$ cat src/hdl/core_pkg.sv
package core_pkg;

    // ****************************************
    // memory operation of an instruction
    // ****************************************
    typedef enum logic [3:0] {
        op_none    = 4'd0,
        op_lb      = 4'd1,
        op_lbu     = 4'd2,
        op_lh      = 4'd3,
        op_lhu     = 4'd4,
        op_lw      = 4'd5,
        op_sb      = 4'd6,
        op_sh      = 4'd7,
        op_sw      = 4'd8,
        op_amoswap = 4'd9
    } mem_op_e;

    // control bundle, 36 bits
    typedef struct packed {
        mem_op_e     mem_op;
        logic [31:0] rs2_data;
    } ctrl_t;

    // ****************************************
    // stage bundles
    // ****************************************

    // from execute, 228 bits
    typedef struct packed {
        logic [31:0] reg_pc;
        logic [31:0] inst;
        logic [63:0] inst_id;
        ctrl_t       ctrl;
        logic [31:0] alu_out;
        logic [31:0] csr_rdata;
    } stage_in_t;

    // toward write-back, 260 bits
    typedef struct packed {
        logic [31:0] reg_pc;
        logic [31:0] inst;
        logic [63:0] inst_id;
        ctrl_t       ctrl;
        logic [31:0] alu_out;
        logic [31:0] csr_rdata;
        logic [31:0] mem_rdata;
    } wb_t;

    function automatic logic is_mem_op(mem_op_e op);
        return op != op_none;
    endfunction

    // amoswap is not a store until its read has finished
    function automatic logic is_store_op(mem_op_e op);
        return op inside {op_sb, op_sh, op_sw};
    endfunction

endpackage

$ cat src/hdl/memif_pkg.sv
package memif_pkg;

    // ****************************************
    // command from the stage to the unit
    // ****************************************

    // 97 bits; wdata and wmask sit in the low lanes
    typedef struct packed {
        logic        write;
        logic [31:0] addr;
        logic [31:0] wdata;
        logic [31:0] wmask;
    } mem_cmd_t;

    // ****************************************
    // default sizes
    // ****************************************

    // cycles from accept to completion
    localparam int default_latency = 2;

    // depth in 32-bit words, power of two
    localparam int default_ram_words = 1024;

endpackage

$ cat src/hdl/memory_stage.sv
`timescale 1ns/10ps

module memory_stage (
    input  logic                clk,
    input  logic                rst_n,
    input  logic                mem_valid,
    input  core_pkg::stage_in_t mem_in,
    input  logic                pipeline_flush,
    input  logic                cmd_ready,
    input  logic                rsp_valid,
    input  logic [31:0]         rsp_rdata,
    output logic                wb_valid,
    output core_pkg::wb_t       wb,
    output logic                memory_unit_stall,
    output logic                cmd_start,
    output memif_pkg::mem_cmd_t cmd
);

    import core_pkg::*;

    typedef enum logic [1:0] {
        st_wait,
        st_wait_ready,
        st_wait_read_valid
    } state_e;

    state_e      state;
    logic        executed;
    logic [63:0] saved_inst_id;
    mem_op_e     op_override;
    logic [31:0] rdata_q;
    logic        orphan_rsp;

    logic        new_inst;
    logic        armed;
    mem_op_e     cur_op;
    logic        cur_store;
    logic        accept;
    logic        read_done;

    function automatic logic [31:0] extend_load(mem_op_e op, logic [31:0] word);
        case (op)
            op_lb:   return {{24{word[7]}}, word[7:0]};
            op_lbu:  return {24'h000000, word[7:0]};
            op_lh:   return {{16{word[15]}}, word[15:0]};
            op_lhu:  return {16'h0000, word[15:0]};
            // lw and amoswap keep the whole word
            default: return word;
        endcase
    endfunction

    // ****************************************
    // access tracking
    // ****************************************

    // a changed id means a fresh instruction
    assign new_inst = saved_inst_id != mem_in.inst_id;
    assign armed    = !executed || new_inst;

    // amoswap turns into sw after its read
    assign cur_op    = (state == st_wait) ? mem_in.ctrl.mem_op : op_override;
    assign cur_store = is_store_op(cur_op);
    assign accept    = cmd_start && cmd_ready;

    assign read_done = (state == st_wait_read_valid) && rsp_valid && mem_valid &&
                       !pipeline_flush;

    always_ff @(posedge clk) begin
        if (!rst_n) begin
            state         <= st_wait;
            executed      <= 1'b0;
            op_override   <= op_none;
            saved_inst_id <= '0;
        end else begin
            saved_inst_id <= mem_in.inst_id;
            if (new_inst) begin
                executed <= 1'b0;
            end
            if (pipeline_flush || !mem_valid) begin
                state       <= st_wait;
                op_override <= op_none;
            end else begin
                case (state)
                    st_wait: begin
                        if (armed && is_mem_op(mem_in.ctrl.mem_op)) begin
                            state       <= st_wait_ready;
                            op_override <= mem_in.ctrl.mem_op;
                        end
                    end
                    st_wait_ready: begin
                        if (accept && cur_store) begin
                            state       <= st_wait;
                            executed    <= 1'b1;
                            op_override <= op_none;
                        end else if (accept) begin
                            state <= st_wait_read_valid;
                        end
                    end
                    st_wait_read_valid: begin
                        if (rsp_valid && cur_op == op_amoswap) begin
                            // write back rs2_data over the word just read
                            state       <= st_wait_ready;
                            op_override <= op_sw;
                        end else if (rsp_valid) begin
                            state       <= st_wait;
                            executed    <= 1'b1;
                            op_override <= op_none;
                        end
                    end
                    default: state <= st_wait;
                endcase
            end
        end
    end

    // amoswap keeps the old word, the later store leaves this alone
    always_ff @(posedge clk) begin
        if (read_done) begin
            rdata_q <= rsp_rdata;
        end
    end

    // read abandoned by a flush, its response still to come
    always_ff @(posedge clk) begin
        if (!rst_n) begin
            orphan_rsp <= 1'b0;
        end else if (rsp_valid) begin
            orphan_rsp <= 1'b0;
        end else if (state == st_wait_read_valid && (pipeline_flush || !mem_valid)) begin
            orphan_rsp <= 1'b1;
        end
    end

    // ****************************************
    // command and outputs
    // ****************************************
    assign cmd_start = (state == st_wait_ready) && mem_valid && !pipeline_flush;

    assign cmd = '{
        write: cur_store,
        addr:  mem_in.alu_out,
        wdata: mem_in.ctrl.rs2_data,
        wmask: (cur_op == op_sb) ? 32'h0000_00ff :
               (cur_op == op_sh) ? 32'h0000_ffff : 32'hffff_ffff
    };

    assign memory_unit_stall = (state != st_wait) ||
                               (mem_valid && armed && is_mem_op(mem_in.ctrl.mem_op));

    assign wb_valid = mem_valid && !pipeline_flush && !memory_unit_stall;

    assign wb = '{
        reg_pc:    mem_in.reg_pc,
        inst:      mem_in.inst,
        inst_id:   mem_in.inst_id,
        ctrl:      mem_in.ctrl,
        alu_out:   mem_in.alu_out,
        csr_rdata: mem_in.csr_rdata,
        mem_rdata: extend_load(mem_in.ctrl.mem_op, rdata_q)
    };

    // ****************************************
    // assertions
    // ****************************************

    // first cycle of a new instruction is its wait cycle, no command yet
    a_no_start_in_wait: assert property (
        @(posedge clk) disable iff (!rst_n)
        new_inst |-> !cmd_start
    );

    // a response outside the read wait must belong to a flushed read
    a_rsp_only_when_expected: assert property (
        @(posedge clk) disable iff (!rst_n)
        rsp_valid && state != st_wait_read_valid |-> orphan_rsp
    );

endmodule

$ cat config.mk
export PLATFORM = sky130hd
export DESIGN_NAME = memory_stage
export DESIGN_NICKNAME = d
export VERILOG_FILES = /design/src/hdl/core_pkg.sv /design/src/hdl/memif_pkg.sv /design/src/hdl/memory_stage.sv
export SDC_FILE = /design/constraint.sdc
export NUM_CORES = 1
export LEC_CHECK = 0
export BUFFER_PORTS_ARGS = -buffer_cell sky130_fd_sc_hd__buf_4
export CAP_MARGIN = 20
export CORE_AREA = 2 2 241 243
export CTS_BUF_LIST = sky130_fd_sc_hd__clkbuf_16
export CTS_CLUSTER_SIZE = 24
export DETAILED_ROUTE_END_ITERATION = 6
export DIE_AREA = 0 0 243 245
export SLEW_MARGIN = 10
export SYNTH_ARGS = -nofsm -noshare
export SYNTH_HDL_FRONTEND = slang
export SYNTH_SLANG_ARGS = --single-unit
$ cat constraint.sdc
create_clock -name clk -period 7.58 [get_ports clk]
set_input_delay 1.137 -clock clk [delete_from_list [all_inputs] [get_ports clk]]
set_output_delay 1.137 -clock clk [all_outputs]
set_load 0.01 [all_outputs]
# After elaboration in Yosys (flattened, before gate mapping)
# Index checks and enable logic that the tools add are counted.
# word_totals
n_memories,0
output_inout_bits,360
latchBits,0
word_cells,70
in_bits,266
mem_bits_ro,0
register_bits,103
ramBits,0
# op_classes
n_shift,0
eq_ne,15
n_div,0
multipliers,0
muxes,21
add_sub_neg,0
bitwise_logic,1
reduce_logical,28
n_lt_le_gt_ge,0
# ops
op,count
one-hot mux 32 bit (4 select lines),1
2-to-1 mux 32 bit,2
inequality test 64 bit,1
2-to-1 mux 4 bit,5
logical AND 1 bit,13
"== test 4 x 3 -> 1 bit, second input constant",3
one-hot mux 4 bit (3 select lines),1
2-to-1 mux 2 bit,5
"== test 4 x 2 -> 1 bit, second input constant",2
"== test 4 bit, second input constant",2
one-hot mux 2 bit (3 select lines),1
nonzero test 3 bit,2
2-to-1 mux 1 bit,5
"== test 4 x 1 -> 1 bit, second input constant",1
logical NOT 1 bit,4
AND reduction 4 bit,1
nonzero test 4 bit,1
logical OR 1 bit,3
"inequality test 3 x 2 -> 1 bit, second input constant",1
"inequality test 3 bit, second input constant",1
AND reduction 3 bit,1
"== test 2 x 1 -> 1 bit, second input constant",1
"== test 2 bit, second input constant",1
logical NOT 2 bit,1
other kinds (6),6

# Depth between registers and ports, before layout
# logic_depth
ltp_word,8
ltp_mapped,10
mapped_depth_nobuf,9

# Least setup slack after synthesis
# OpenSTA, ideal clock, no wires.
# synth_path
kind,input to register
startpoint,in rsp_valid
endpoint,"reg rdata_q[0], enable pin"
required_ps,7119
n_path_buf,0
arrival_time_ps,3428
path_stages,2
setup_time_ps,461
setup_slack_ps,3691
cell_sequence,nand2_1 -> nor3_1
# synth_via
elab_chain_len,3
# synth_rtl
item,line,source
start: declaration,memory_stage.sv:10,"input logic rsp_valid,"
logical AND 1 bit (3 in series),memory_stage.sv:65,assign read_done = (state == st_wait_read_valid) && rsp_valid && mem_valid &&
via read_done,memory_stage.sv:39,logic read_done;
end signal: assignment,memory_stage.sv:119,rdata_q <= rsp_rdata;
end: declaration,memory_stage.sv:31,logic [31:0] rdata_q;
# The timed path passes the listed nets, and every way through them passes these cells.
# A chain may end at the register's enable or synchronous reset.

# Final worst setup path
# layout_path
startpoint,in mem_in[138] (netlist name)
endpoint,out wb_valid
# layout_via
elab_chain_len,7
# layout_rtl
item,line,source
start: declaration,memory_stage.sv:7,"input core_pkg::stage_in_t mem_in,"
inequality test 64 bit,memory_stage.sv:57,assign new_inst = saved_inst_id != mem_in.inst_id;
logical OR 1 bit,memory_stage.sv:58,assign armed = !executed || new_inst;
logical AND 1 bit (2 in series),memory_stage.sv:148,(mem_valid && armed && is_mem_op(mem_in.ctrl.mem_op));
logical OR 1 bit,memory_stage.sv:147,assign memory_unit_stall = (state != st_wait) ||
logical NOT 1 bit,memory_stage.sv:150,assign wb_valid = mem_valid && !pipeline_flush && !memory_unit_stall;
logical AND 1 bit,memory_stage.sv:150,
end: declaration,memory_stage.sv:12,"output logic wb_valid,"
# No other way between the ends.

==> reports/qor.txt <==
Leakage Power: 3.03 nW
final slew viol count: 0
CP required: 6440 ps
setup tns final: 0 ps
number of synthesized flops with an enable pin: 32
Layout Nets: 915
fraction of registers with async set/reset: 0
dpl ws: 3140 ps
post-layout min period: 4260 ps
status: finished, final reports clean
WP data arrival: 3120 ps
hold_sp: op_override[3]$_SDFFE_PP0P_
clk_lat worst skew: 390 ps
crit-path max FO: 3
sequential share of the synthesized area: 0.343
Finished Core Util: 0.130
reg2reg end: executed$_SDFF_PN0_
RR Startpoint: state[0]$_SDFFE_PP0P_
top cells by area, synth: buf_4, dfxtp_1, edfxtp_1
dpl cell area: 7140 µm²
CP top delay family: simple AND/OR/NAND/NOR gates
CP endpoint kind: output pin
Rows: 88
Max Fclk: 235 MHz
largest net degree at the start of global routing: 68
Buf/Inv on CP: 2
number of remaining DRC errors: 0
Setup CP Type: in2out
Total Routed Length: 32500 µm
CTS HTree Levels: 3
Yosys cell types: 48
clock sink count: 103
Hold Crit Class: reg2reg
Iter 0 DRT Violations: 155
clock skew: 26.1 ps
routed vias: 4328
# diodes: 0
Synth Flop Type: dfxtp_1
die height: 245 µm
share of the synthesized area in the top cell type: 0.358
Placer Congestion: 0.805
average size of a mapped cell: 9.43 µm²
DR WL/cell: 23.0 µm
Post-CTS Setup Bufs: 0
reg2reg setup slack: 5060 ps
starting density of the core: 0.122
path depth of the worst reg2reg path: 9
Final Hold Fails: 0
vias per cell: 3.06
worst slew pin tran: 910 ps
CTS Buf Count: 9
total core area: 57000 µm²
Slew HR: 0.393
Non-Filler Instances: 1415
max_cap viols: 0
I/O pin count: 626
Final Cycle Share: 0.561
WHS Endpoint: op_override[3]$_SDFFE_PP0P_
CTS tree: done
setup slack after layout: 3320 ps
fin area: 7440 µm²
first-pass GRT wire length: 41000 µm
GRT overflow: 0
CTS resizes: 0
Post-DRT Antenna Nets: 0
Clock Tree Root: clkbuf_16
area delta synth->final: 7.12%
All-Layer GR Usage: 0.106
Max clock buf depth: 2
CP Depth: 9
overall power after layout: 1.31 mW
IO Port Bufs: 233
Hold Path Stages: 2
max incr delay on CP: 460 ps
#FFs+latches synth: 103
share of post-route cells with drive strength above 1: 0.405
Die ar.: 59500 µm²
Post-CTS Hold Buffers: 0
Crit-path slowest cell: nor4_1
setup violators final: 0
cell taking the most area after synthesis: buf_4
RSZ-0062 raised after global routing: no
CP Cell Sequence: buf_4, xnor2_1, nand4_1, nor4_1, nand4_1, or2_1, nand2_1, and3_2, buf_4
Detailed Place HPWL: 27900 µm
PwrDens: 177 nW/µm²
Die W: 243 µm
DR pass1 iterations: 6
hold_ws: 488 ps
vias in the first global route: 4320
cell area after synthesis: 6940 µm²
VDD IR max: 104 µV
most frequent cells in the layout: buf_4, dfxtp_1, and2_1
clock-pin transition on the worst setup and hold timing paths: 100 ps
synthesized instance count: 736
Yosys Warn Count: 0
CP startpoint kind: primary input
commonest non-fill, non-tap cell in the layout: buf_4
dpl cells: 1399
antenna violations before repair: 4
-- how the worst max path moves through the flow --
stage / from / end / slack [ps]
global placement: mem_in[138] / wb_valid / 3110
floorplan: rsp_valid / rdata_q[0]$_DFFE_PP_ / 3690
global route: mem_in[114] / wb_valid / 3090
CTS: mem_in[138] / wb_valid / 3130
finish: mem_in[138] / wb_valid / 3320
detailed placement: mem_in[138] / wb_valid / 3140
-- synth_stat cells, drive strengths merged, types with 2 or more instances --
cell,n
nor3,5
dfxtp,71
a31oi,2
nand4,24
ha,4
a22oi,2
and2,66
and3,2
a21oi,3
mux2i,8
nor3b,2
o21ai,4
o22ai,3
nor2,11
nand3,5
nand2b,14
xor2,5
and4b,2
buf,334
nor4,6
clkbuf,10
o2111ai,4
nand2,18
xnor2,50
edfxtp,32
inv,14
a21o,24
-- cells by family after synthesis --
group,Yosys count,share of synthesized area
other cells,1,0.000540
xor+xnor,55,0.0694
compound gates,48,0.0544
buf+inv,358,0.375
flops,103,0.343
mux,8,0.0133
fa+ha+maj,4,0.00721
simple gates,159,0.137
-- state kept, by name, summed over array words and instances (netlist names) --
name / count
saved_inst_id: 64
rdata_q: 32
op_override: 4
state: 2
executed: 1
-- where the power goes --
part / internal [mW] / switching, mW
sequential: 0.586 / 0.00940
combinational: 0.115 / 0.108
clock: 0.232 / 0.264
-- area by class of cell --
| type | count | area, µm² |
|---|---|---|
| Clock inverter | 7 | 66.3 |
| Multi-Input combinational cell | 282 | 1990 |
| Sequential cell | 103 | 2380 |
| Timing Repair Buffer | 235 | 1760 |
| Fill cell | 6516 | 49600 |
| Inverter | 14 | 52.6 |
| Tap cell | 765 | 957 |
| Clock buffer | 9 | 225 |
-- layer usage --
metal,up-vias,GRT usage,share of wire
li1,1867,-,-
met1,1896,0.0882,0.29
met2,481,0.173,0.48
met3,78,0.0913,0.19
met4,6,0.0549,0.046
met5,-,0,0.0013
-- tightest hold or removal path, stage by stage, from the launching register on --
cell and delay (ps):
dfxtp_1 340, nand2_1 60, mux2i_1 50
Note: power is estimated with default switching activity, not from simulation.
