[src/hdl/memif_pkg.sv]
package memif_pkg;

    // ****************************************
    // command from the stage to the unit
    // ****************************************

    // 97 bits; wdata and wmask sit in the low lanes
    typedef struct packed {
        logic        write;
        logic [31:0] addr;
        logic [31:0] wdata;
        logic [31:0] wmask;
    } mem_cmd_t;

    // ****************************************
    // default sizes
    // ****************************************

    // cycles from accept to completion
    localparam int default_latency = 2;

    // depth in 32-bit words, power of two
    localparam int default_ram_words = 1024;

endpackage

[src/hdl/memory_unit.sv]
`timescale 1ns/10ps

module memory_unit #(
    parameter int mem_latency = memif_pkg::default_latency,
    parameter int ram_words   = memif_pkg::default_ram_words
) (
    input  logic                         clk,
    input  logic                         rst_n,
    input  logic                         cmd_start,
    input  memif_pkg::mem_cmd_t          cmd,
    input  logic [31:0]                  ram_rdata,
    output logic                         cmd_ready,
    output logic                         rsp_valid,
    output logic [31:0]                  rsp_rdata,
    output logic                         ram_we,
    output logic [$clog2(ram_words)-1:0] ram_addr,
    output logic [31:0]                  ram_wdata,
    output logic [31:0]                  ram_wmask
);

    localparam int addr_w = $clog2(ram_words);
    localparam int cnt_w  = $clog2(mem_latency + 1);

    logic [cnt_w-1:0]  busy_cnt;
    logic              read_q;
    logic [1:0]        off_q;
    logic [addr_w-1:0] addr_q;

    logic              accept;
    logic [addr_w-1:0] cmd_word;
    logic [4:0]        cmd_shift;

    assign accept    = cmd_start && cmd_ready;
    assign cmd_ready = busy_cnt == '0;

    // upper address bits drop off, so the RAM wraps
    assign cmd_word  = cmd.addr[addr_w+1:2];
    assign cmd_shift = {cmd.addr[1:0], 3'b000};

    // ****************************************
    // latency counter
    // ****************************************
    always_ff @(posedge clk) begin
        if (!rst_n) begin
            busy_cnt <= '0;
            read_q   <= 1'b0;
        end else if (accept) begin
            busy_cnt <= cnt_w'(mem_latency);
            read_q   <= !cmd.write;
        end else if (busy_cnt != '0) begin
            busy_cnt <= busy_cnt - 1'b1;
        end
    end

    // lane offset and word index of the command in flight
    always_ff @(posedge clk) begin
        if (accept) begin
            off_q  <= cmd.addr[1:0];
            addr_q <= cmd_word;
        end
    end

    // ****************************************
    // RAM side
    // ****************************************

    // held address keeps the registered read pointing at the same word
    assign ram_addr  = accept ? cmd_word : addr_q;
    assign ram_we    = accept && cmd.write;
    assign ram_wdata = cmd.wdata << cmd_shift;
    assign ram_wmask = cmd.wmask << cmd_shift;

    // response in the last busy cycle
    assign rsp_valid = read_q && (busy_cnt == cnt_w'(1));
    assign rsp_rdata = ram_rdata >> {off_q, 3'b000};

    // ready stays low for exactly the access latency
    a_no_accept_while_busy: assert property (
        @(posedge clk) disable iff (!rst_n)
        accept |=> (!cmd_ready) [*mem_latency] ##1 cmd_ready
    );

endmodule

[config.mk]
export PLATFORM = sky130hd
export DESIGN_NAME = memory_unit
export DESIGN_NICKNAME = d
export VERILOG_FILES = /design/src/hdl/memif_pkg.sv /design/src/hdl/memory_unit.sv
export SDC_FILE = /design/constraint.sdc
export NUM_CORES = 1
export LEC_CHECK = 0
export ABC_CLOCK_PERIOD_IN_PS = 1130
export BUFFER_PORTS_ARGS = -buffer_cell sky130_fd_sc_hd__buf_2
export CAP_MARGIN = 20
export CORE_AREA = 3 3 94 96
export CTS_BUF_LIST = sky130_fd_sc_hd__clkbuf_8
export DETAILED_ROUTE_END_ITERATION = 7
export DIE_AREA = 0 0 97 99
export PLACE_DENSITY = 0.69
export SLEW_MARGIN = 20
export SYNTH_ARGS = -nofsm -noshare
export SYNTH_HDL_FRONTEND = slang
export SYNTH_SLANG_ARGS = --single-unit
export TNS_END_PERCENT = 100
[constraint.sdc]
create_clock -name clk -period 1.13 [get_ports clk]
set_input_delay 0.0565 -clock clk [delete_from_list [all_inputs] [get_ports clk]]
set_output_delay 0.0565 -clock clk [all_outputs]
set_load 0.02 [all_outputs]
* After elaboration in Yosys (flattened, before gate mapping)
Cells that the tools add are included.
** Word-level totals
- Bits in registers :: 15
** Operators by class
- $add $sub $neg :: 1
- Equality and inequality tests :: 1
- Shift-type cells :: 3
- Multiplexer cells :: 3
- Bitwise gates (word level) :: 1
- Reductions and logical operators :: 8
** Operator list (number)
- << shifter 32 x 5 -> 32 bit :: 2
- right shift 32 x 5 -> 32 bit :: 1
- two-way mux 10 bit :: 1
- two-way mux 2 bit :: 2
- nonzero test 2 bit :: 2
- logical AND 1 bit :: 3
- equality test 2 x 1 -> 1 bit (second input constant) :: 1
- zero test 2 bit :: 1
- OR reduction 2 bit :: 1
- subtractor 2 x 1 -> 2 bit (second input constant) :: 1
- zero test 1 bit :: 1
- NOT 1 bit :: 1

* Logic depth before layout (Yosys ltp)
Gate-level depths: netlist (run 1).
- Depth after elaboration :: 3
- Mapped depth :: 5
- Gate-level depth less buffers :: 2

* Worst setup path before layout (run 1)
Ideal clock, no wire load.
- Path type :: flip-flop to output port
- From :: register off_q[0]
- To :: output rsp_rdata[0]
- Arrival time :: 1.228 ns
- Required time :: 1.074 ns
- Slack :: -0.154 ns
- Stages on the path, launching flop included :: 4
- Buffers on the path :: 2
- Cell sequence :: edfxtp_1 -> buf_4 -> clkbuf_1 -> mux2i_1
** Between the ends
- Longest elaborated chain between the ends :: 1
** Ends and longest elaborated chain
- start, declared :: RTL line memory_unit.sv:26 : logic [1:0] off_q;
- start signal, assigned :: RTL line memory_unit.sv:58 : off_q <= cmd.addr[1:0];
- right shift 32 x 5 -> 32 bit :: RTL line memory_unit.sv:75 : assign rsp_rdata = ram_rdata >> {off_q, 3'b000};
- end, declared :: RTL line memory_unit.sv:14 : output logic [31:0] rsp_rdata,
No other way between the ends.

* Worst setup path in the final report (run 1)
- From :: register off_q[1]
- To :: output rsp_rdata[5]
Same word-level chain as after synthesis.

==> flow_summary_export.csv, run 1 <==
group,metric,value,unit
synthesis,synth-seq-area-share,0.151,
placed_design,io_buffer_count,220,
power,power.density,769,nW/um^2
timing,unrepaired_setup_endpoints_after_global_routing,"true",
synthesis,synthesis.instances,230,
floorplanning,core,8130,sq um
finish,fillers,711,
min_path,holdCritPathClass,"input pin to register",
floorplanning,fp.dieArea,9600,sq um
synthesis,combinational_family_with_the_most_area_after_synthesis,"multiplexers",
power,switch_share,0.417,
routing,detail-route-antenna-nets,0,
timing,finalSetupViolations,56,
clock_network,clkSlewWorstSetupHoldPaths,60,ps
timing,slew-limit-headroom,0.836,
floorplanning,floorplan.die.width,97,microns
synthesis,mappedNetlistArea,2130,sq um
synthesis,synth.lib_cells_used.distinct,24,
finish,regArea,325,sq um
worst_setup_path,worstSetupEndpointType,"primary output",
synthesis,synth-simple-area-share,0.154,
power,clkPwrFrac,0.129,
outcome,violations_in_the_final_reports,"negative setup slack",
clock_network,cts_inserted_buffers,3,
outcome,run_status,"finished, violations left",
clock_network,hold_buffers,0,
synthesis,mappedNetlistNets,362,
power,vdd.ir_drop.worst,0.495,mV
global_route,globalRouteOverflowTotal,0,
floorplanning,io_pins,241,
clock_network,cts_tree,"yes",
placed_design,detailedPlacementHpwl,6610,microns
worst_setup_path,startpoint,"off_q[1]",
routing,firstDrtPassIters,4,
routing,routedWlPerCell,15.9,microns
worst_setup_path,timing.critical_path.fanout_max,11,
worst_setup_path,cp.arrival,1480,ps
finish,final_area,4240,sq um
power,pwr-share-comb,0.675,
finish,mostFrequentLayoutCell,"buf_2",
routing,drt-initial-drc-count,41,
timing,worst-slew-pin-transition,239,ps
power,switching_power,1.36,mW
clock_network,cts.htree.levels,1,
routing,detail_route.drc_violations,0,
min_path,hold_path_end,"addr_q[1]",
worst_setup_path,critical_path.startpoint_type,"register",
synthesis,yosys_warnings,0,
worst_setup_path,worstReg2RegStart,"busy_cnt[0]",
routing,via_count,2721,
finish,antenna-diode-count,0,
placed_design,dpl-instance-area,3550,sq um
floorplanning,initial_core_utilization,0.261,
synthesis,synth_top_cells_by_area,"mux2i_1 45%, dfxtp_1 12%, o2bb2ai_1 9.5%",
synthesis,post_synth_xor_area_fraction,0,
clock_network,cts_buffer_depth,2,
clock_network,clkLatencyLatePin,240,ps
floorplanning,num_rows,33,
clock_network,cts.root.buffer_cell,"clkbuf_8",
clock_network,cts.sink_count,15,
global_route,grt_start_max_net_pins,31,
finish,multiInputGateArea,2030,sq um
placed_design,finalWeightedCongestion,0.939,
timing,timing.fmax,653,MHz
timing,report.final.slew_viol_count,0,
floorplanning,dieHeight,99,microns
min_path,worstHoldStart,"cmd[67]",
synthesis,synth_area_per_cell,9.25,sq um
timing,report.final.hold_viol_count,0,
finish,layout-area-overhead-vs-synth,99.4,%
finish,mostFrequentLayoutCells,"186 x buf_2, 67 x mux2i_1, 32 x buf_6",
global_route,first_global_vias,2792,
job,drv.max_cap_violation_count,0,
power,leakage,2.21,nW
synthesis,netlist.top_cell.by_area,"mux2i_1",
worst_setup_path,critPathRequiredTime,1070,ps
power,internal-power,1.90,mW
synthesis,synthesized_area_fraction_occupied_by_adder_cells,0,
global_route,grt_first_pass_wirelength,13400,microns
timing,worst_clock_skew,2.72,ps
timing,tns,-15160,ps
global_route,groute.usage.overall,0.165,
routing,totalWireLength,9040,microns
timing,post-route-worst-setup-slack,-403,ps
finish,post_route_cells_drive_above_1_share,0.699,
synthesis,synth.top_cell.area_share,0.452,
synthesis,post_synth_mux_area_share,0.517,
global_route,antenna_violations_before_repair,0,
timing,fin_crit,1530,ps
power,power_share_of_the_sequential_group,0.196,
timing,finalCritPeriodShare,1.36,
worst_setup_path,r2r_end,"addr_q[8]",
min_path,timing.hold.worst_path_depth,2,
synthesis,complex_gate_fraction_of_the_synthesized_area,0.106,
synthesis,postSynthRegisterBits,15,
worst_setup_path,timing_worst_setup_path_type,"register to primary output",
routing,routed_via_density,4.77,
finish,nets,598,
worst_setup_path,reg2regPathDepth,3,
worst_setup_path,reg2reg_slack,-40,ps
power by group through the flow:
stage / logic [mW] / registers, mW / clock network [mW]
finish: 2.20 / 0.640 / 0.419
global route: 2.33 / 0.647 / 0.468
detailed placement: 1.82 / 0.650 / 0
floorplan: 1.15 / 0.642 / 0
CTS: 2.08 / 0.645 / 0.445
global placement: 1.81 / 0.649 / 0
timing repair:
item                       4_1_cts  5_1_grt
setup endpoints to repair       56       82
hold endpoints to repair         0        0
resized for setup               92       40
gates cloned                     2        2
pin swaps                        3        3
setup buffers                    6        4
cell usage after synthesis (all sizes together):
cell type,number
and2,25
and3b,2
buf,20
clkbuf,3
dfxtp,13
edfxtp,2
inv,1
mux2,10
mux2i,96
nand2,1
nand4bb,1
nor2,27
nor2b,2
nor3b,1
o211a,1
o21a,1
o22ai,1
o2bb2ai,23
critical path: stages (launching register included):
cell and delay [ps]:
edfxtp_1 460, buf_12 210, mux2i_4 200, mux2i_2 180
buf_4 170
per-stage QoR:
step / setup slack, ps / power [mW] / hold slack, ps / util / cells
after floorplan: -130 / 1.79 / 155 / - / 230
after global placement: -134 / 2.46 / 292 / 0.436 / 554
after detailed placement: -162 / 2.47 / 294 / 0.436 / 554
after CTS: -403 / 3.17 / 40.0 / 0.497 / 566
after global routing: -482 / 3.45 / 40.4 / 0.521 / 570
final: -403 / 3.26 / 49.9 / 0.521 / 570
how the worst max path moves through the flow:
stage                               end  depth (start not counted)
after floorplan               addr_q[0]                          3
after global placement      ram_addr[9]                          4
after detailed placement    ram_addr[8]                          4
after CTS                  rsp_rdata[7]                          5
after global routing      rsp_rdata[29]                          5
final                      rsp_rdata[5]                          4
layout make-up:
class | count | area share
Multi-Input combinational cell | 191 | 0.478
Timing Repair Buffer | 254 | 0.402
Sequential cell | 15 | 0.0767
Tap cell | 105 | 0.0310
Clock buffer | 3 | 0.00973
Clock inverter | 1 | 0.000885
Inverter | 1 | 0.000885
kinds of logic (layout without fill, tap and decap cells):
kind of cell / count (synthesis) / in the layout
muxes: 106 / 106
and+or+nand+nor: 59 / 59
AOI/OAI and AO/OA: 26 / 26
buffers and inverters: 24 / 259
DFF: 15 / 15
layer usage:
metal / share of wire / vias to the layer above / GRT usage / wire (microns)
met1: 0.36 / 1258 / 0.176 / 3280
met2: 0.56 / 136 / 0.334 / 5050
met4: 0.012 / 0 / 0.0324 / 111
li1: - / 1317 / - / -
met5: 0 / - / 0 / 0
met3: 0.066 / 10 / 0.0297 / 596
sequential cells by signal, summed over array words and instances, names as in the netlist:
signal	flops
addr_q	10
busy_cnt	2
off_q	2
read_q	1
No activity file was read; power rests on OpenSTA's default activity.
==> inputs of run 2 (changes only) <==
--- a/config.mk
+++ b/config.mk
@@ -10,9 +10,11 @@
 export CAP_MARGIN = 20
 export CORE_AREA = 3 3 94 96
 export CTS_BUF_LIST = sky130_fd_sc_hd__clkbuf_8
+export CTS_CLUSTER_SIZE = 40
 export DETAILED_ROUTE_END_ITERATION = 7
 export DIE_AREA = 0 0 97 99
 export PLACE_DENSITY = 0.69
+export SETUP_SLACK_MARGIN = 0.5
 export SLEW_MARGIN = 20
 export SYNTH_ARGS = -nofsm -noshare
 export SYNTH_HDL_FRONTEND = slang
==> flow_summary_export.csv, run 2 (same netlist as run 1, synthesis figures left out) <==
group,metric,value,unit
timing,finalSetupViolations,59,
floorplanning,floorplan.die.width,97,microns
finish,mostFrequentLayoutCells,"128 x buf_6, 117 x buf_2, 54 x mux2i_4",
power,p_total,4.64,mW
finish,regMostFlops,"addr_q",
outcome,run_status,"finished, violations left",
routing,firstDrtPassIters,4,
outcome,violations_in_the_final_reports,"negative setup slack",
routing,drt-initial-drc-count,45,
floorplanning,num_rows,33,
placed_design,finalWeightedCongestion,0.930,
timing,slew-limit-headroom,0.787,
worst_setup_path,cp.arrival,1520,ps
placed_design,io_buffer_count,220,
routing,detail-route-antenna-nets,0,
finish,layout-area-overhead-vs-synth,218,%
clock_network,cts.sink_count,15,
worst_setup_path,critical_path.startpoint_type,"register",
worst_setup_path,cp_slowest_stage_delay,360,ps
timing,report.final.slew_viol_count,0,
finish,final_cells,626,
timing,timing.fmax,635,MHz
placed_design,detailedPlacementHpwl,7920,microns
floorplanning,core,8130,sq um
worst_setup_path,timing.critical_path.fanout_max,5,
worst_setup_path,worstSetupEndpointType,"primary output",
worst_setup_path,reg2regPathDepth,7,
worst_setup_path,critical_path.most_common_cell,"buf_6",
worst_setup_path,critPathRequiredTime,1070,ps
placed_design,placement.setup.worst_slack,-169,ps
timing,fin_crit,1580,ps
min_path,holdCritPathClass,"input pin to register",
routing,routed_via_density,4.98,
clock_network,cts.htree.levels,1,
timing,unrepaired_setup_endpoints_after_global_routing,"true",
worst_setup_path,timing_worst_setup_path_type,"register to primary output",
clock_network,cts.root.buffer_cell,"clkbuf_8",
timing,worst_clock_skew,0.975,ps
floorplanning,dieHeight,99,microns
worst_setup_path,worstPathCellList,"nor3b_4 -> buf_6 -> buf_12 -> mux2_4 -> buf_6",
timing,finalCritPeriodShare,1.39,
global_route,gr-usage-met3,0.0340,
routing,detail_route.drc_violations,0,
finish,top_regs,"addr_q x10, busy_cnt x2, off_q x2",
finish,post_route_cells_drive_above_1_share,0.942,
global_route,groute.layer.met2.usage,0.497,
clock_network,cts_buffer_depth,2,
clock_network,clkSlewWorstSetupHoldPaths,60,ps
global_route,grt.met1_usage,0.259,
clock_network,clkLatencyLatePin,240,ps
power,vdd.ir_drop.worst,0.710,mV
global_route,top_usage_layer,"met2",
global_route,grt_first_pass_wirelength,19000,microns
global_route,first_global_vias,3479,
global_route,groute.usage.overall,0.244,
clock_network,cts_inserted_buffers,3,
timing,fin_hold_ws,56.2,ps
routing,totalWireLength,12300,microns
floorplanning,fp.dieArea,9600,sq um
finish,nets,654,
routing,via_count,3115,
floorplanning,io_pins,241,
timing,post-route-worst-setup-slack,-445,ps
routing,routedWlPerCell,19.6,microns
min_path,timing.hold.worst_path_depth,2,
finish,largest_register_ff_count,10,
power,power.density,687,nW/um^2
timing,worst-slew-pin-transition,311,ps
global_route,grt_start_max_net_pins,22,
floorplanning,initial_core_utilization,0.261,
global_route,globalRouteOverflowTotal,0,
clock_network,cts_tree,"yes",
power,leakage,2.90,nW
finish,mostFrequentLayoutCell,"buf_6",
worst_setup_path,worst_path_slowest_cell,"dfxtp_4",
finish,antenna-diode-count,0,
global_route,antenna_violations_before_repair,0,
timing,report.final.hold_viol_count,0,
job,drv.max_cap_violation_count,0,
placed_design,dp.cells,566,
[run 2: changes by cell type in the layout (fill, tap and decap cells not counted), moves of 15 or more]
cell	delta
buf_6	+96
buf_2	-69
mux2i_1	-54
mux2i_4	+40
o2bb2ai_4	+22
and2_4	+21
and2_1	-20
nor2_1	-18
nor2_4	+17
o2bb2ai_1	-15
[run 2: cell type report]
class | instances | area [sq um]
Multi-Input combinational cell | 191 | 3160
Timing Repair Buffer | 310 | 3100
Fill cell | 423 | 1370
Sequential cell | 15 | 325
Tap cell | 105 | 131
Clock buffer | 3 | 41.3
Clock inverter | 1 | 3.75
Inverter | 1 | 3.75
[run 2: path summary, 6_finish.rpt]
kind	start	to	slack [ps]
min	cmd[71]	addr_q[5]	60
min reg2reg	addr_q[0]	addr_q[0]	480
max	busy_cnt[1]	ram_addr[9]	-450
max reg2reg	busy_cnt[1]	off_q[1]	-310
[run 2: repair_timing]
item	in CTS	in global routing
gates cloned	10	0
endpoints found under the setup margin	124	124
buffers inserted	38	8
gates resized for setup	298	27
hold buffers	0	0
pin swaps	25	6
[run 2: power by group]
part | internal (mW) | switching (mW)
registers | 0.614 | 0.0283
clock network | 0.240 | 0.183
logic | 1.96 | 1.62
total | 2.81 | 1.83
[run 2: through the flow]
| stage | cell area (sq um) | TNS, ps | util |
|---|---|---|---|
| global placement | 4860 | -4470 | 0.597 |
| CTS | 6590 | -17090 | 0.810 |
| floorplan | 3540 | -1690 | - |
| finish | 6760 | -18060 | 0.831 |
| detailed placement | 4860 | -5510 | 0.597 |
| global route | 6760 | -21040 | 0.831 |
[run 2: layer usage]
metal | share of wire | up-vias
met1 | 0.34 | 1478
met2 | 0.58 | 161
met4 | 0.026 | 0
met3 | 0.055 | 28
met5 | 0 | -
li1 | - | 1448
[run 2: critical path, delay by kind of cell (launching register included)]
kind                   cells  cell delay, ps
buffers and inverters      3             380
DFF                        1             360
muxes                      1             310
and+or+nand+nor            1             220
